### src/serial_defines.svh
`ifndef SERIAL_DEFINES_SVH
`define SERIAL_DEFINES_SVH

// Width of the APB byte address seen by the serial port
`define SERIAL_ADDR_W 4

// System clocks between toggles of the internal serial clock
// A full bit therefore takes twice this many clocks
`define SERIAL_CLK_DIV 8

`endif

### src/serial_bus_pkg.sv
`default_nettype none

package serial_bus_pkg;

	// Register offsets decoded on the APB side
	// Any other offset is reported as an error
	typedef enum logic [3:0] {
		REG_SB = 4'h0,
		REG_SC = 4'h1
	} serial_reg_e;

	// Control register layout as software sees it
	// The clock select bit is 1 for the internal divider
	typedef struct packed {
		logic       start;
		logic [5:0] zero;
		logic       clk_sel;
	} sc_reg_t;

endpackage

`default_nettype wire

### src/serial_link_pkg.sv
`default_nettype none

package serial_link_pkg;

	// Where the serial clock comes from
	typedef enum logic {
		CLK_EXTERNAL = 1'b0,
		CLK_INTERNAL = 1'b1
	} clk_src_e;

	// Shift engine phase, named after the level of the serial clock
	typedef enum logic [1:0] {
		SHIFT_IDLE = 2'd0,
		SHIFT_LOW  = 2'd1,
		SHIFT_HIGH = 2'd2
	} shift_state_e;

endpackage

`default_nettype wire

### src/serial_ctrl_if.sv
`default_nettype none

interface serial_ctrl_if;

	// Register block to shift engine
	logic                      load;
	logic [7:0]                load_data;
	logic                      start;
	serial_link_pkg::clk_src_e clk_src;

	// Shift engine back to the register block
	logic [7:0]                shift_data;
	logic                      done;

	modport regs (
		output load, load_data, start, clk_src,
		input  shift_data, done
	);

	modport shifter (
		input  load, load_data, start, clk_src,
		output shift_data, done
	);

endinterface

`default_nettype wire

### src/serial_regs.sv
`default_nettype none

`include "serial_defines.svh"

module serial_regs (
	input  logic                      clk,
	input  logic                      rst_n,
	input  logic                      psel,
	input  logic                      penable,
	input  logic                      pwrite,
	input  logic [`SERIAL_ADDR_W-1:0] paddr,
	input  logic [7:0]                pwdata,
	output logic [7:0]                prdata,
	output logic                      pready,
	output logic                      pslverr,
	output logic                      int_serial,
	serial_ctrl_if.regs               ctrl
);

	serial_bus_pkg::sc_reg_t sc;

	logic access;
	logic sel_sb;
	logic sel_sc;
	logic sb_wr;
	logic sc_wr;

	// No wait states, so the access phase always completes
	assign access = psel && penable;
	assign pready = access;

	always_comb begin
		sel_sb = 1'b0;
		sel_sc = 1'b0;
		case (paddr)
			`SERIAL_ADDR_W'(serial_bus_pkg::REG_SB): sel_sb = 1'b1;
			`SERIAL_ADDR_W'(serial_bus_pkg::REG_SC): sel_sc = 1'b1;
			default: ;
		endcase
	end

	assign sb_wr = access && pwrite && sel_sb;
	assign sc_wr = access && pwrite && sel_sc;

	// SB is owned by the shift engine while a transfer runs
	assign pslverr = access && (!(sel_sb || sel_sc) || (sb_wr && sc.start));

	assign ctrl.load      = sb_wr && !sc.start;
	assign ctrl.load_data = pwdata;
	assign ctrl.start     = sc.start;
	assign ctrl.clk_src   = serial_link_pkg::clk_src_e'(sc.clk_sel);

	always_comb begin
		prdata = 8'h00;
		if (sel_sb)
			prdata = ctrl.shift_data;
		else if (sel_sc)
			prdata = sc;
	end

	always_ff @(posedge clk) begin
		if (!rst_n) begin
			sc         <= '0;
			int_serial <= 1'b0;
		end else begin
			int_serial <= ctrl.done;
			if (sc_wr)
				sc <= '{start: pwdata[7], zero: 6'd0, clk_sel: pwdata[0]};
			// Completion wins over a write landing on the same edge
			if (ctrl.done)
				sc.start <= 1'b0;
		end
	end

	// An error response belongs to an access phase that follows a setup phase
	a_err_in_access: assert property (
		@(posedge clk) disable iff (!rst_n)
		pslverr |-> $past(psel && !penable)
	);

	a_int_one_cycle: assert property (
		@(posedge clk) disable iff (!rst_n)
		int_serial |=> !int_serial
	);

endmodule

`default_nettype wire

### src/serial_shifter.sv
`default_nettype none

`include "serial_defines.svh"

module serial_shifter (
	input  logic            clk,
	input  logic            rst_n,
	input  logic            sck_in,
	input  logic            sin_in,
	output logic            sck_out,
	output logic            sck_oe,
	output logic            ser_out,
	serial_ctrl_if.shifter  ctrl
);

	localparam int DIV_W = $clog2(`SERIAL_CLK_DIV);

	serial_link_pkg::shift_state_e state;

	logic [DIV_W-1:0] div_cnt;
	logic [3:0]       bit_cnt;
	logic [7:0]       sb;
	logic             hold;
	logic [2:0]       sck_sync;
	logic             internal;
	logic             active;
	logic             tick;
	logic             ext_rise;
	logic             ext_fall;
	logic             fall_ev;
	logic             rise_ev;
	logic             last_bit;

	assign internal = ctrl.clk_src == serial_link_pkg::CLK_INTERNAL;
	assign active   = state != serial_link_pkg::SHIFT_IDLE;
	assign tick     = internal && active && div_cnt == DIV_W'(`SERIAL_CLK_DIV - 1);

	// Bits 1:0 synchronize the pin, bit 2 keeps the previous level for edge detection
	always_ff @(posedge clk) begin
		if (!rst_n)
			sck_sync <= '0;
		else
			sck_sync <= {sck_sync[1:0], sck_in};
	end

	assign ext_rise = !internal && sck_sync[1] && !sck_sync[2];
	assign ext_fall = !internal && !sck_sync[1] && sck_sync[2];

	// Edges are only honoured in the phase that expects them
	assign fall_ev  = ctrl.start && state == serial_link_pkg::SHIFT_HIGH && (tick || ext_fall);
	assign rise_ev  = ctrl.start && state == serial_link_pkg::SHIFT_LOW && (tick || ext_rise);
	assign last_bit = bit_cnt == 4'd7;

	always_ff @(posedge clk) begin
		if (!rst_n)
			div_cnt <= '0;
		else if (!active || tick)
			div_cnt <= '0;
		else if (internal)
			div_cnt <= div_cnt + DIV_W'(1);
	end

	always_ff @(posedge clk) begin
		if (!rst_n) begin
			state     <= serial_link_pkg::SHIFT_IDLE;
			bit_cnt   <= '0;
			ctrl.done <= 1'b0;
		end else begin
			ctrl.done <= 1'b0;
			case (state)
				serial_link_pkg::SHIFT_IDLE: begin
					bit_cnt <= '0;
					// Start is still set in the cycle done is high, so wait for it to clear
					if (ctrl.start && !ctrl.done)
						state <= serial_link_pkg::SHIFT_HIGH;
				end
				serial_link_pkg::SHIFT_HIGH: begin
					if (!ctrl.start)
						state <= serial_link_pkg::SHIFT_IDLE;
					else if (fall_ev)
						state <= serial_link_pkg::SHIFT_LOW;
				end
				serial_link_pkg::SHIFT_LOW: begin
					if (!ctrl.start) begin
						state <= serial_link_pkg::SHIFT_IDLE;
					end else if (rise_ev) begin
						bit_cnt <= bit_cnt + 4'd1;
						if (last_bit) begin
							state     <= serial_link_pkg::SHIFT_IDLE;
							ctrl.done <= 1'b1;
						end else begin
							state <= serial_link_pkg::SHIFT_HIGH;
						end
					end
				end
				default: state <= serial_link_pkg::SHIFT_IDLE;
			endcase
		end
	end

	// The first falling edge only presents bit 7, later ones shift in the held bit
	always_ff @(posedge clk) begin
		if (!rst_n)
			sb <= '0;
		else if (ctrl.load)
			sb <= ctrl.load_data;
		else if (fall_ev && bit_cnt != 4'd0)
			sb <= {sb[6:0], hold};
		else if (rise_ev && last_bit)
			sb <= {sb[6:0], sin_in};
	end

	always_ff @(posedge clk) begin
		if (rise_ev)
			hold <= sin_in;
	end

	assign ser_out         = sb[7];
	assign sck_oe          = internal;
	assign sck_out         = internal && state != serial_link_pkg::SHIFT_LOW;
	assign ctrl.shift_data = sb;

	a_bit_cnt_range: assert property (
		@(posedge clk) disable iff (!rst_n)
		bit_cnt <= 4'd8
	);

	a_load_when_idle: assert property (
		@(posedge clk) disable iff (!rst_n)
		ctrl.load |-> state == serial_link_pkg::SHIFT_IDLE
	);

endmodule

`default_nettype wire

### src/serial_top.sv
`default_nettype none

`include "serial_defines.svh"

module serial_top (
	input  logic                      clk,
	input  logic                      rst_n,

	// APB slave
	input  logic                      psel,
	input  logic                      penable,
	input  logic                      pwrite,
	input  logic [`SERIAL_ADDR_W-1:0] paddr,
	input  logic [7:0]                pwdata,
	output logic [7:0]                prdata,
	output logic                      pready,
	output logic                      pslverr,
	output logic                      int_serial,

	// Link pins
	input  logic                      sck_in,
	input  logic                      sin_in,
	output logic                      sck_out,
	output logic                      sck_oe,
	output logic                      ser_out
);

	serial_ctrl_if ctrl ();

	serial_regs u_regs (
		.clk        (clk),
		.rst_n      (rst_n),
		.psel       (psel),
		.penable    (penable),
		.pwrite     (pwrite),
		.paddr      (paddr),
		.pwdata     (pwdata),
		.prdata     (prdata),
		.pready     (pready),
		.pslverr    (pslverr),
		.int_serial (int_serial),
		.ctrl       (ctrl)
	);

	serial_shifter u_shifter (
		.clk     (clk),
		.rst_n   (rst_n),
		.sck_in  (sck_in),
		.sin_in  (sin_in),
		.sck_out (sck_out),
		.sck_oe  (sck_oe),
		.ser_out (ser_out),
		.ctrl    (ctrl)
	);

endmodule

`default_nettype wire

### config.mk
export PLATFORM = sky130hd
export DESIGN_NAME = serial_top
export DESIGN_NICKNAME = d
export VERILOG_FILES = /design/src/serial_bus_pkg.sv /design/src/serial_link_pkg.sv /design/src/serial_ctrl_if.sv /design/src/serial_regs.sv /design/src/serial_shifter.sv /design/src/serial_top.sv
export VERILOG_INCLUDE_DIRS = /design/src /design/src/src
export SDC_FILE = /design/constraint.sdc
export NUM_CORES = 1
export LEC_CHECK = 0
export ABC_CLOCK_PERIOD_IN_PS = 3250
export BUFFER_PORTS_ARGS = -buffer_cell sky130_fd_sc_hd__buf_2
export CAP_MARGIN = 20
export CORE_MARGIN = 4
export CORE_UTILIZATION = 60
export CTS_BUF_LIST = sky130_fd_sc_hd__clkbuf_8
export DETAILED_ROUTE_END_ITERATION = 8
export GPL_TIMING_DRIVEN = 0
export PLACE_DENSITY_LB_ADDON = 0.08
export SETUP_SLACK_MARGIN = 0.4
export SLEW_MARGIN = 20
export SYNTH_ARGS = -nofsm -noshare
export SYNTH_HDL_FRONTEND = slang
export SYNTH_SLANG_ARGS = --single-unit
### constraint.sdc
create_clock -name clk -period 3.25 [get_ports clk]
set_input_delay 0.4875 -clock clk [delete_from_list [all_inputs] [get_ports clk]]
set_output_delay 0.4875 -clock clk [all_outputs]
set_load 0.05 [all_outputs]
==> results of run 1 <==
## path summary, 6_finish.rpt
| kind | start | to | slack (ns) | cells past startpoint |
|---|---|---|---|---|
| setup / recovery | paddr[0] | prdata[1] | 1.20 | 4 |
| hold / removal | sin_in | u_shifter.hold | 0.40 | 1 |
| setup reg to reg | u_shifter.div_cnt[0] | u_shifter.ctrl.shift_data[6] | 1.25 | 8 |
| hold reg to reg | u_shifter.ctrl.done | u_regs.ctrl.start | 0.45 | 1 |
## cells in the mapped netlist, drive strengths merged, types with 2 or more instances
library cell   n
dfxtp         24
mux2i         13
nand2         13
and2          12
nor2          10
o211a          8
buf            6
a21oi          5
inv            5
o21ai          5
ha             4
nor2b          4
nor3b          3
a31oi          2
clkbuf         2
nand3b         2
nor3           2
nor4           2
o211ai         2
o21a           2
or2            2
## area by class of cell
class	instances	area (µm²)
Inverter	5	18.8
Multi-Input combinational cell	110	852
Fill cell	180	556
Buffer	8	77.6
Tap cell	28	35.0
Timing Repair Buffer	32	160
Clock buffer	3	41.3
Sequential cell	25	510
Clock inverter	1	3.75
## where the power goes
part / internal [mW] / switching, mW / leakage, nW
combinational: 0.0185 / 0.0247 / 0.613
sequential: 0.310 / 0.00151 / 0.203
clock: 0.0847 / 0.0977 / 0.0269
total: 0.413 / 0.124 / 0.842
## flip-flops by register name, summed over array words and instances, names as in the netlist, 2 cells and up
name,flops
u_shifter.ctrl.shift_data,8
u_shifter.bit_cnt,4
u_shifter.div_cnt,3
u_shifter.sck_sync,3
u_shifter.state,2
## worst register-to-register path: stages (launching register included)
cell      delay, ns
dfxtp_1        0.36
ha_1           0.16
ha_1           0.16
o211a_1        0.26
o21ai_4        0.13
o311ai_4       0.45
buf_6          0.22
nand2_2        0.05
o211a_1        0.12
## layout by cell type, fill, tap and decap left out, types with 2 or more instances in the layout
master	n
a21oi_1	5
a31oi_1	2
and2_1	4
and2_2	8
buf_2	32
buf_4	2
buf_6	4
clkbuf_8	4
dfxtp_1	24
ha_1	4
inv_1	6
mux2i_1	13
nand2_1	12
nand3b_1	2
nor2_1	10
nor2b_1	4
o211a_1	8
o21a_1	2
o21ai_0	3
or2_2	2
## layer usage
metal / up-vias / track usage [%]
met5: - / 0
met4: 0 / 4.97
met3: 4 / 4.07
met2: 25 / 33.6
met1: 571 / 24.3
li1: 600 / -
## through the flow
stage          utilization [%]  std cells  worst slack [ns]  instance area, µm²  hold WS, ns
2_1_floorplan                -        148              1.17                1460        0.412
3_3_place_gp              73.4        208              1.17                1650        0.415
3_5_place_dp              73.4        208              1.12                1650        0.429
4_1_cts                   75.4        212              1.19                1700        0.411
5_1_grt                   75.4        212              1.10                1700        0.412
6_report                  75.4        212              1.20                1700        0.404
## logic make-up (layout without fill, tap and decap cells)
family,Yosys count,in the layout,share of synthesized area (%)
adder cells (fa/ha/maj),4,4,3.43
multiplexers,14,14,9.69
AO/OA/AOI/OAI,32,32,18.9
buffers and inverters,13,49,6.60
flip-flops,25,25,35.0
AND/OR/NAND/NOR,59,59,25.8
XOR/XNOR,1,1,0.600
==> run_results.csv, run 1 <==
group,metric,value,unit
global_routing,grt_util_all_layers,19.3,%
routing,dr_wl_met2,1.42,mm
clock_tree,cts.reportedPaths.clkPinSlew,0.09,ns
synthesis,seq_area_frac_synth,35.0,%
timing,slew_viol_final,0,
global_routing,grt_pass1_wl,5.06,mm
clock_tree,cts_sinks,25,
routing,routed_wl,2.93,mm
timing,finClkSkew,0.00448,ns
setup_path,crit_type,"in -> out",
finish,fin_nets,208,
routing,drtIter0Drc,26,
run_status,status,"complete, no violations",
placement,place.gp.congestion,0.899,
synthesis,synth-async-reset-ratio,0,%
synthesis,synth_top_area_share,32.9,%
synthesis,synth_top_flop_cell,"dfxtp_1",
clock_tree,cts_setup_buffers,0,
die,die_w,57.3,µm
power,leakage,0.842,nW
synthesis,synth-edff-count,1,
timing,finalCriticalPeriod,2.05,ns
clock_tree,htreeDepth,1,
setup_path,crit_path_cell_trace,"buf_2 > nor4_4 > and2_2 > buf_2",
clock_tree,root_buffer,"clkbuf_8",
die,io_pins,33,
timing,period_share,63.2,%
synthesis,synthDistinctLibCells,52,
routing,drc,0,
power,ir_worst_vdd,340,µV
routing,met3_wirelength,158,µm
clock_tree,clk_latency,0.27,ns
synthesis,netlist_instances,148,
setup_path,cp_num_buf_inv,2,
global_routing,antenna_found_initial,0,
power,powerDensity,316,mW/mm²
routing,viasPerCell,5.66,
routing,met1_length,1.33,mm
placement,hpwlAfterDp,2.26,mm
finish,area_delta_synth_final,16.5,%
timing,max_slew.worst_pin.slew,0.434,ns
synthesis,synth_area,0.00146,mm²
setup_path,cpPeakStageDelay,0.45,ns
timing,tns,0,ns
clock_tree,cts_resized,0,
synthesis,syn_avg_cell_area,9.86,µm²
die,row_count,17,
clock_tree,cts_buffers,3,
setup_path,startpoint_type,"input port",
routing,num_vias,1200,
global_routing,overflow,0,
finish,drive_gt1_share,35.3,%
global_routing,grt_pass1_vias,1144,
clock_tree,hold_buffers,0,
finish,num_antenna_cells,0,
synthesis,ys_ff_latch,25,
synthesis,synth_area_leaders,"dfxtp_1, mux2i_1, o211a_1, and2_2, ha_1",
die,coreArea,0.00225,mm²
routing,wl_per_cell,13.8,µm
setup_path,end_kind,"primary output",
die,initial_core_util,64.7,%
job,cap_violations,0,
die,dieArea,0.00328,mm²
routing,drtAntennaViolNets,0,
setup_path,crit_family,"simple AND/OR/NAND/NOR gates",
timing,slew-limit-headroom,71.0,%
die,die_h,57.3,µm
routing,dr.pass1.iters,4,
timing,setup_viol_count_final,0,
power,p_total,0.537,mW
timing,hold_viol,0,
timing,fmax,0.487,GHz
worst_hold_path,min_path_type,"in -> reg",
setup_path,timing.critical_path.mode_cell,"buf_2",
setup_path,cp.arrival,1.57,ns
clock_tree,cts_tree,"done",
global_routing,grt_max_degree,14,
synthesis,syn-num-nets,171,
placement,io_buffer_count,32,
synthesis,synth_area_leader_cell,"dfxtp_1",
routing,highest_layer,"met4",
clock_tree,cts_max_path_buffers,2,
timing,grt_setup_unrepaired,"false",
setup_path,cp.required,2.76,ns
setup_path,cp_max_fo,8,
synthesis,ys_warn_count,0,
setup_path,crit_slowest_cell,"nor4_4",
(Power assumes the default switching activity.)
==> run 2, diff against run 1 <==
--- a/config.mk
+++ b/config.mk
@@ -6,11 +6,12 @@
 export SDC_FILE = /design/constraint.sdc
 export NUM_CORES = 1
 export LEC_CHECK = 0
-export ABC_CLOCK_PERIOD_IN_PS = 3250
+export ABC_CLOCK_PERIOD_IN_PS = 1900
 export BUFFER_PORTS_ARGS = -buffer_cell sky130_fd_sc_hd__buf_2
 export CAP_MARGIN = 20
+export CORE_ASPECT_RATIO = 2
 export CORE_MARGIN = 4
-export CORE_UTILIZATION = 60
+export CORE_UTILIZATION = 55
 export CTS_BUF_LIST = sky130_fd_sc_hd__clkbuf_8
 export DETAILED_ROUTE_END_ITERATION = 8
 export GPL_TIMING_DRIVEN = 0
==> constraint.sdc (replaced) <==
create_clock -name clk -period 1.9 [get_ports clk]
set_input_delay 0.285 -clock clk [delete_from_list [all_inputs] [get_ports clk]]
set_output_delay 0.285 -clock clk [all_outputs]
set_load 0.05 [all_outputs]
==> run_results.csv, run 2 (synthesis results as in run 1) <==
group,metric,value,unit
setup_path,cp.arrival,1.94,ns
global_routing,grt_max_degree,14,
finish,mostFrequentLayoutCells,"buf_4, buf_2, dfxtp_1",
placement,io_buffer_count,32,
placement,dpl.cell_count,208,
global_routing,met3_usage,2.44,%
global_routing,grtUsageMet2,44.2,%
routing,wl_per_cell,18.4,µm
job,cap_violations,0,
placement,hpwlAfterDp,2.57,mm
clock_tree,root_buffer,"clkbuf_8",
die,row_count,26,
global_routing,antenna_found_initial,0,
timing,slew_viol_final,0,
global_routing,grt_pass1_wl,6.22,mm
global_routing,grt_pass1_vias,1351,
timing,grt_setup_unrepaired,"true",
clock_tree,cts_buffers,3,
setup_path,cp_max_fo,5,
finish,fin_nets,234,
finish,layout_commonest_cell,"buf_4",
die,io_pins,33,
placement,place.gp.congestion,0.860,
routing,drc,0,
timing,fmax,0.561,GHz
routing,drtAntennaViolNets,0,
finish,final_util,88.2,%
timing,finalCriticalPeriod,1.78,ns
clock_tree,cts_tree,"done",
timing,whs,0.224,ns
setup_path,crit_type,"reg -> reg",
finish,area_delta_synth_final,53.4,%
finish,fillers,132,
setup_path,crit_slowest_cell,"o311ai_4",
power,powerDensity,418,mW/mm²
finish,fin_cells,238,
finish,drive_gt1_share,58.1,%
die,die_h,80.8,µm
clock_tree,clk_latency,0.27,ns
clock_tree,htreeDepth,1,
routing,num_vias,1374,
setup_path,crit_path_cell_trace,"buf_12 > nor3b_4 > o21ai_4 > o311ai_4 > buf_6 > nand2_1 > o211a_1",
die,initial_core_util,57.5,%
routing,viasPerCell,5.77,
clock_tree,cts.reportedPaths.clkPinSlew,0.08,ns
timing,setup_viol_count_final,0,
setup_path,startpoint_type,"flip-flop",
timing,max_slew.worst_pin.slew,0.404,ns
die,coreArea,0.00254,mm²
routing,dr.pass1.iters,4,
die,die_w,44.4,µm
clock_tree,hold_buffers,0,
routing,drtIter0Drc,43,
global_routing,grt_util_all_layers,22.8,%
power,ir_worst_vdd,625,µV
routing,routed_wl,4.38,mm
global_routing,overflow,0,
clock_tree,cts_sinks,25,
setup_path,cp.required,2.06,ns
worst_hold_path,min_path_type,"in -> reg",
setup_path,cpPeakStageDelay,0.41,ns
setup_path,end_kind,"flip-flop",
finish,num_antenna_cells,0,
global_routing,top_usage_layer,"met2",
timing,slew-limit-headroom,73.1,%
timing,hold_viol,0,
finish,largest_reg_flops,8,
global_routing,globalRouteMet1Util,23.9,%
clock_tree,cts_max_path_buffers,2,
run_status,status,"complete, no violations",
die,dieArea,0.00359,mm²
power,leakage,1.01,nW
timing,period_share,93.8,%
timing,finClkSkew,0.00492,ns
[run 2: layout make-up]
type | instances | area (µm²) | area share, %
Clock buffer | 3 | 41.3 | 1.84
Multi-Input combinational cell | 110 | 1030 | 46.2
Tap cell | 28 | 35.0 | 1.57
Sequential cell | 25 | 531 | 23.7
Buffer | 8 | 93.8 | 4.19
Clock inverter | 1 | 3.75 | 0.168
Timing Repair Buffer | 58 | 480 | 21.5
Inverter | 5 | 18.8 | 0.838
[run 2: layer usage]
layer / part of all wire [%] / vias up
li1: - / 653
met1: 34 / 654
met2: 58 / 53
met3: 4.5 / 14
met4: 3.5 / 0
met5: 0 / -
[run 2: path summary, 6_finish.rpt]
path | from | end | slack, ns | cells after the start
worst max-delay path | u_regs.ctrl.clk_src | u_shifter.ctrl.shift_data[1] | 0.12 | 7
worst min-delay path | sin_in | u_shifter.hold | 0.22 | 1
worst max register to register | u_regs.ctrl.clk_src | u_shifter.ctrl.shift_data[1] | 0.12 | 7
worst min register to register | u_shifter.sck_sync[0] | u_shifter.sck_sync[1] | 0.45 | 1
[run 2: report_power, final]
group / internal (mW) / switching (mW)
combinational: 0.0494 / 0.0516
sequential: 0.525 / 0.00330
clock: 0.145 / 0.161
[run 2: critical path, delay by kind of cell, from the launching register on]
family,cells,cell delay (ns)
AOI/OAI and AO/OA,3,0.67
DFF,1,0.36
buffers and inverters,2,0.31
and+or+nand+nor,2,0.34
[run 2: repair_timing]
item / CTS / global route
endpoints found under the setup margin: 21 / 25
gates resized for setup: 40 / 44
buffers inserted: 15 / 10
pin swaps: 13 / 17
cloned: 1 / 0
[run 2: per-stage QoR]
| stage | setup slack [ns] | instance area (µm²) | setup TNS [ns] | total power, mW |
|---|---|---|---|---|
| 2_1_floorplan | 0.187 | 1520 | 0 | 0.586 |
| 3_3_place_gp | -0.00940 | 1720 | -0.00940 | 0.619 |
| 3_5_place_dp | -0.0539 | 1720 | -0.126 | 0.621 |
| 4_1_cts | 0.164 | 2010 | 0 | 0.925 |
| 5_1_grt | 0.0570 | 2240 | 0 | 0.965 |
| 6_report | 0.117 | 2240 | 0 | 0.935 |
==> run 3, diff against run 2 <==
--- a/config.mk
+++ b/config.mk
@@ -12,7 +12,7 @@
 export CORE_ASPECT_RATIO = 2
 export CORE_MARGIN = 4
 export CORE_UTILIZATION = 55
-export CTS_BUF_LIST = sky130_fd_sc_hd__clkbuf_8
+export CTS_BUF_LIST = sky130_fd_sc_hd__clkbuf_2 sky130_fd_sc_hd__clkbuf_4 sky130_fd_sc_hd__clkbuf_8
 export DETAILED_ROUTE_END_ITERATION = 8
 export GPL_TIMING_DRIVEN = 0
 export PLACE_DENSITY_LB_ADDON = 0.08
==> run_results.csv, run 3 (synthesis results as in run 1) <==
group,metric,value,unit
timing,max_slew.worst_pin.slew,0.417,ns
timing,slew-limit-headroom,72.1,%
setup_path,worst-r2r-cell-count,7,
routing,wl_per_cell,19.7,µm
global_routing,grtUsageMet2,45.8,%
setup_path,end_kind,"flip-flop",
global_routing,met3_usage,2.44,%
finish,fin_area,0.00224,mm²
timing,finClkSkew,0.00846,ns
timing,period_share,97.1,%
finish,layout_commonest_cell,"buf_4",
placement,hpwlAfterDp,2.57,mm
setup_path,crit_cells,7,
routing,routed_wl,4.68,mm
die,row_count,26,
global_routing,grt_max_degree,14,
finish,fin_cells,238,
setup_path,crit_path_cell_trace,"buf_12 > nor3b_4 > o21ai_4 > o311ai_4 > buf_6 > nand2_1 > o211a_1",
power,ir_worst_vdd,511,µV
global_routing,antenna_found_initial,0,
setup_path,crit_family,"compound AO/OA/AOI/OAI gates",
timing,slew_viol_final,0,
routing,drtAntennaViolNets,0,
clock_tree,root_buffer,"clkbuf_8",
worst_hold_path,min_path_type,"in -> reg",
die,coreArea,0.00254,mm²
global_routing,globalRouteMet1Util,23.3,%
power,comb_power_share,10.5,%
clock_tree,cts.reportedPaths.clkPinSlew,0.09,ns
setup_path,crit_type,"reg -> reg",
setup_path,timing.rr.start,"u_regs.ctrl.clk_src",
timing,whs,0.226,ns
placement,io_buffer_count,32,
setup_path,cp_max_fo,8,
power,p_seq_share,54.7,%
clock_tree,cts_tree,"done",
setup_path,cp-startpoint,"u_regs.ctrl.clk_src",
routing,num_vias,1427,
die,io_pins,33,
setup_path,regToRegSetupSlack,0.06,ns
timing,fmax,0.542,GHz
power,swShare,23.5,%
finish,largest_reg_flops,8,
run_status,status,"complete, no violations",
setup_path,crit_path_end,"u_shifter.ctrl.shift_data[1]",
die,die_w,44.4,µm
finish,fin_nets,234,
global_routing,overflow,0,
routing,drc,0,
die,die_h,80.8,µm
placement,place.gp.congestion,0.860,
power,power.internal,0.738,mW
power,p_total,0.965,mW
finish,num_antenna_cells,0,
die,dieArea,0.00359,mm²
finish,mostFrequentLayoutCells,"buf_4, buf_2, dfxtp_1",
setup_path,cp_num_buf_inv,2,
power,leakage,1.01,nW
timing,grt_setup_unrepaired,"true",
power,power_switching,0.227,mW
timing,finalCriticalPeriod,1.84,ns
placement,dpl.cell_count,208,
global_routing,top_usage_layer,"met2",
routing,viasPerCell,6.00,
global_routing,grt_pass1_vias,1346,
finish,fillers,131,
global_routing,grt_util_all_layers,23.0,%
job,cap_violations,0,
setup_path,cpPeakStageDelay,0.43,ns
setup_path,timing.rr.end,"u_shifter.ctrl.shift_data[1]",
setup_path,cp.required,2.06,ns
setup_path,cp.arrival,2.01,ns
die,initial_core_util,57.5,%
timing,hold_viol,0,
clock_tree,cts_sinks,25,
setup_path,crit_slowest_cell,"o311ai_4",
clock_tree,cts_buffers,3,
power,clock_power_share,34.7,%
routing,dr.pass1.iters,4,
power,powerDensity,431,mW/mm²
clock_tree,cts_max_path_buffers,2,
timing,setup_viol_count_final,0,
global_routing,grt_pass1_wl,6.25,mm
clock_tree,clk_latency,0.27,ns
clock_tree,htreeDepth,1,
finish,drive_gt1_share,59.0,%
routing,drtIter0Drc,19,
placement,dpl_cell_area,0.00172,mm²
finish,area_delta_synth_final,53.5,%
setup_path,startpoint_type,"flip-flop",
## run 3: cell count changes in the layout (fill, tap and decap cells not counted), moves of 2 or more
cell,before,now
buf_6,9,12
buf_4,23,21
inv_1,5,3
nand2_1,6,8
nand2_2,7,5
## run 3: repair_timing
item / 4_1_cts / 5_1_grt
cloned: 1 / 0
pin swaps: 13 / 18
endpoints found under the setup margin: 21 / 25
resized for setup: 41 / 43
setup buffers: 15 / 10
hold buffers: 0 / 0
## run 3: cell type report
cell class | count | area [µm²] | area share [%]
Timing Repair Buffer | 58 | 484 | 21.6
Multi-Input combinational cell | 110 | 1030 | 45.9
Clock buffer | 4 | 48.8 | 2.18
Tap cell | 28 | 35.0 | 1.56
Inverter | 5 | 18.8 | 0.838
Sequential cell | 25 | 531 | 23.7
Buffer | 8 | 93.8 | 4.19
## run 3: routing by layer
layer  vias to the layer above  wire length [µm]
met4                         0               365
li1                        653                 -
met3                        34               184
met2                        68              2590
met5                         -                 0
met1                       672              1540
## run 3: power groups by stage
| stage | registers (mW) | logic (mW) | clock network (mW) |
|---|---|---|---|
| finish | 0.528 | 0.101 | 0.335 |
| CTS | 0.529 | 0.0866 | 0.329 |
| floorplan | 0.545 | 0.0410 | 0 |
| global route | 0.529 | 0.108 | 0.353 |
| global placement | 0.544 | 0.0745 | 0 |
| detailed placement | 0.544 | 0.0765 | 0 |
## run 3: worst min path at each step
stage                          startpoint               endpoint  slack (ns)  cells after the start
finish                             sck_in  u_shifter.sck_sync[0]        0.23                      2
global route                       sin_in         u_shifter.hold        0.23                      1
CTS                                sin_in         u_shifter.hold        0.22                      1
detailed placement  u_shifter.sck_sync[0]  u_shifter.sck_sync[1]        0.43                      1
global placement    u_shifter.sck_sync[0]  u_shifter.sck_sync[1]        0.42                      1
floorplan                          sin_in         u_shifter.hold        0.38                      0
## run 3: through the flow
| step | utilization (%) | setup TNS [ns] | worst slack, ns |
|---|---|---|---|
| CTS | 79.3 | 0 | 0.165 |
| detailed placement | 67.6 | -0.126 | -0.0539 |
| floorplan | - | 0 | 0.187 |
| finish | 88.3 | 0 | 0.0558 |
| global placement | 67.6 | -0.00940 | -0.00940 |
| global route | 88.3 | -0.0171 | -0.0171 |
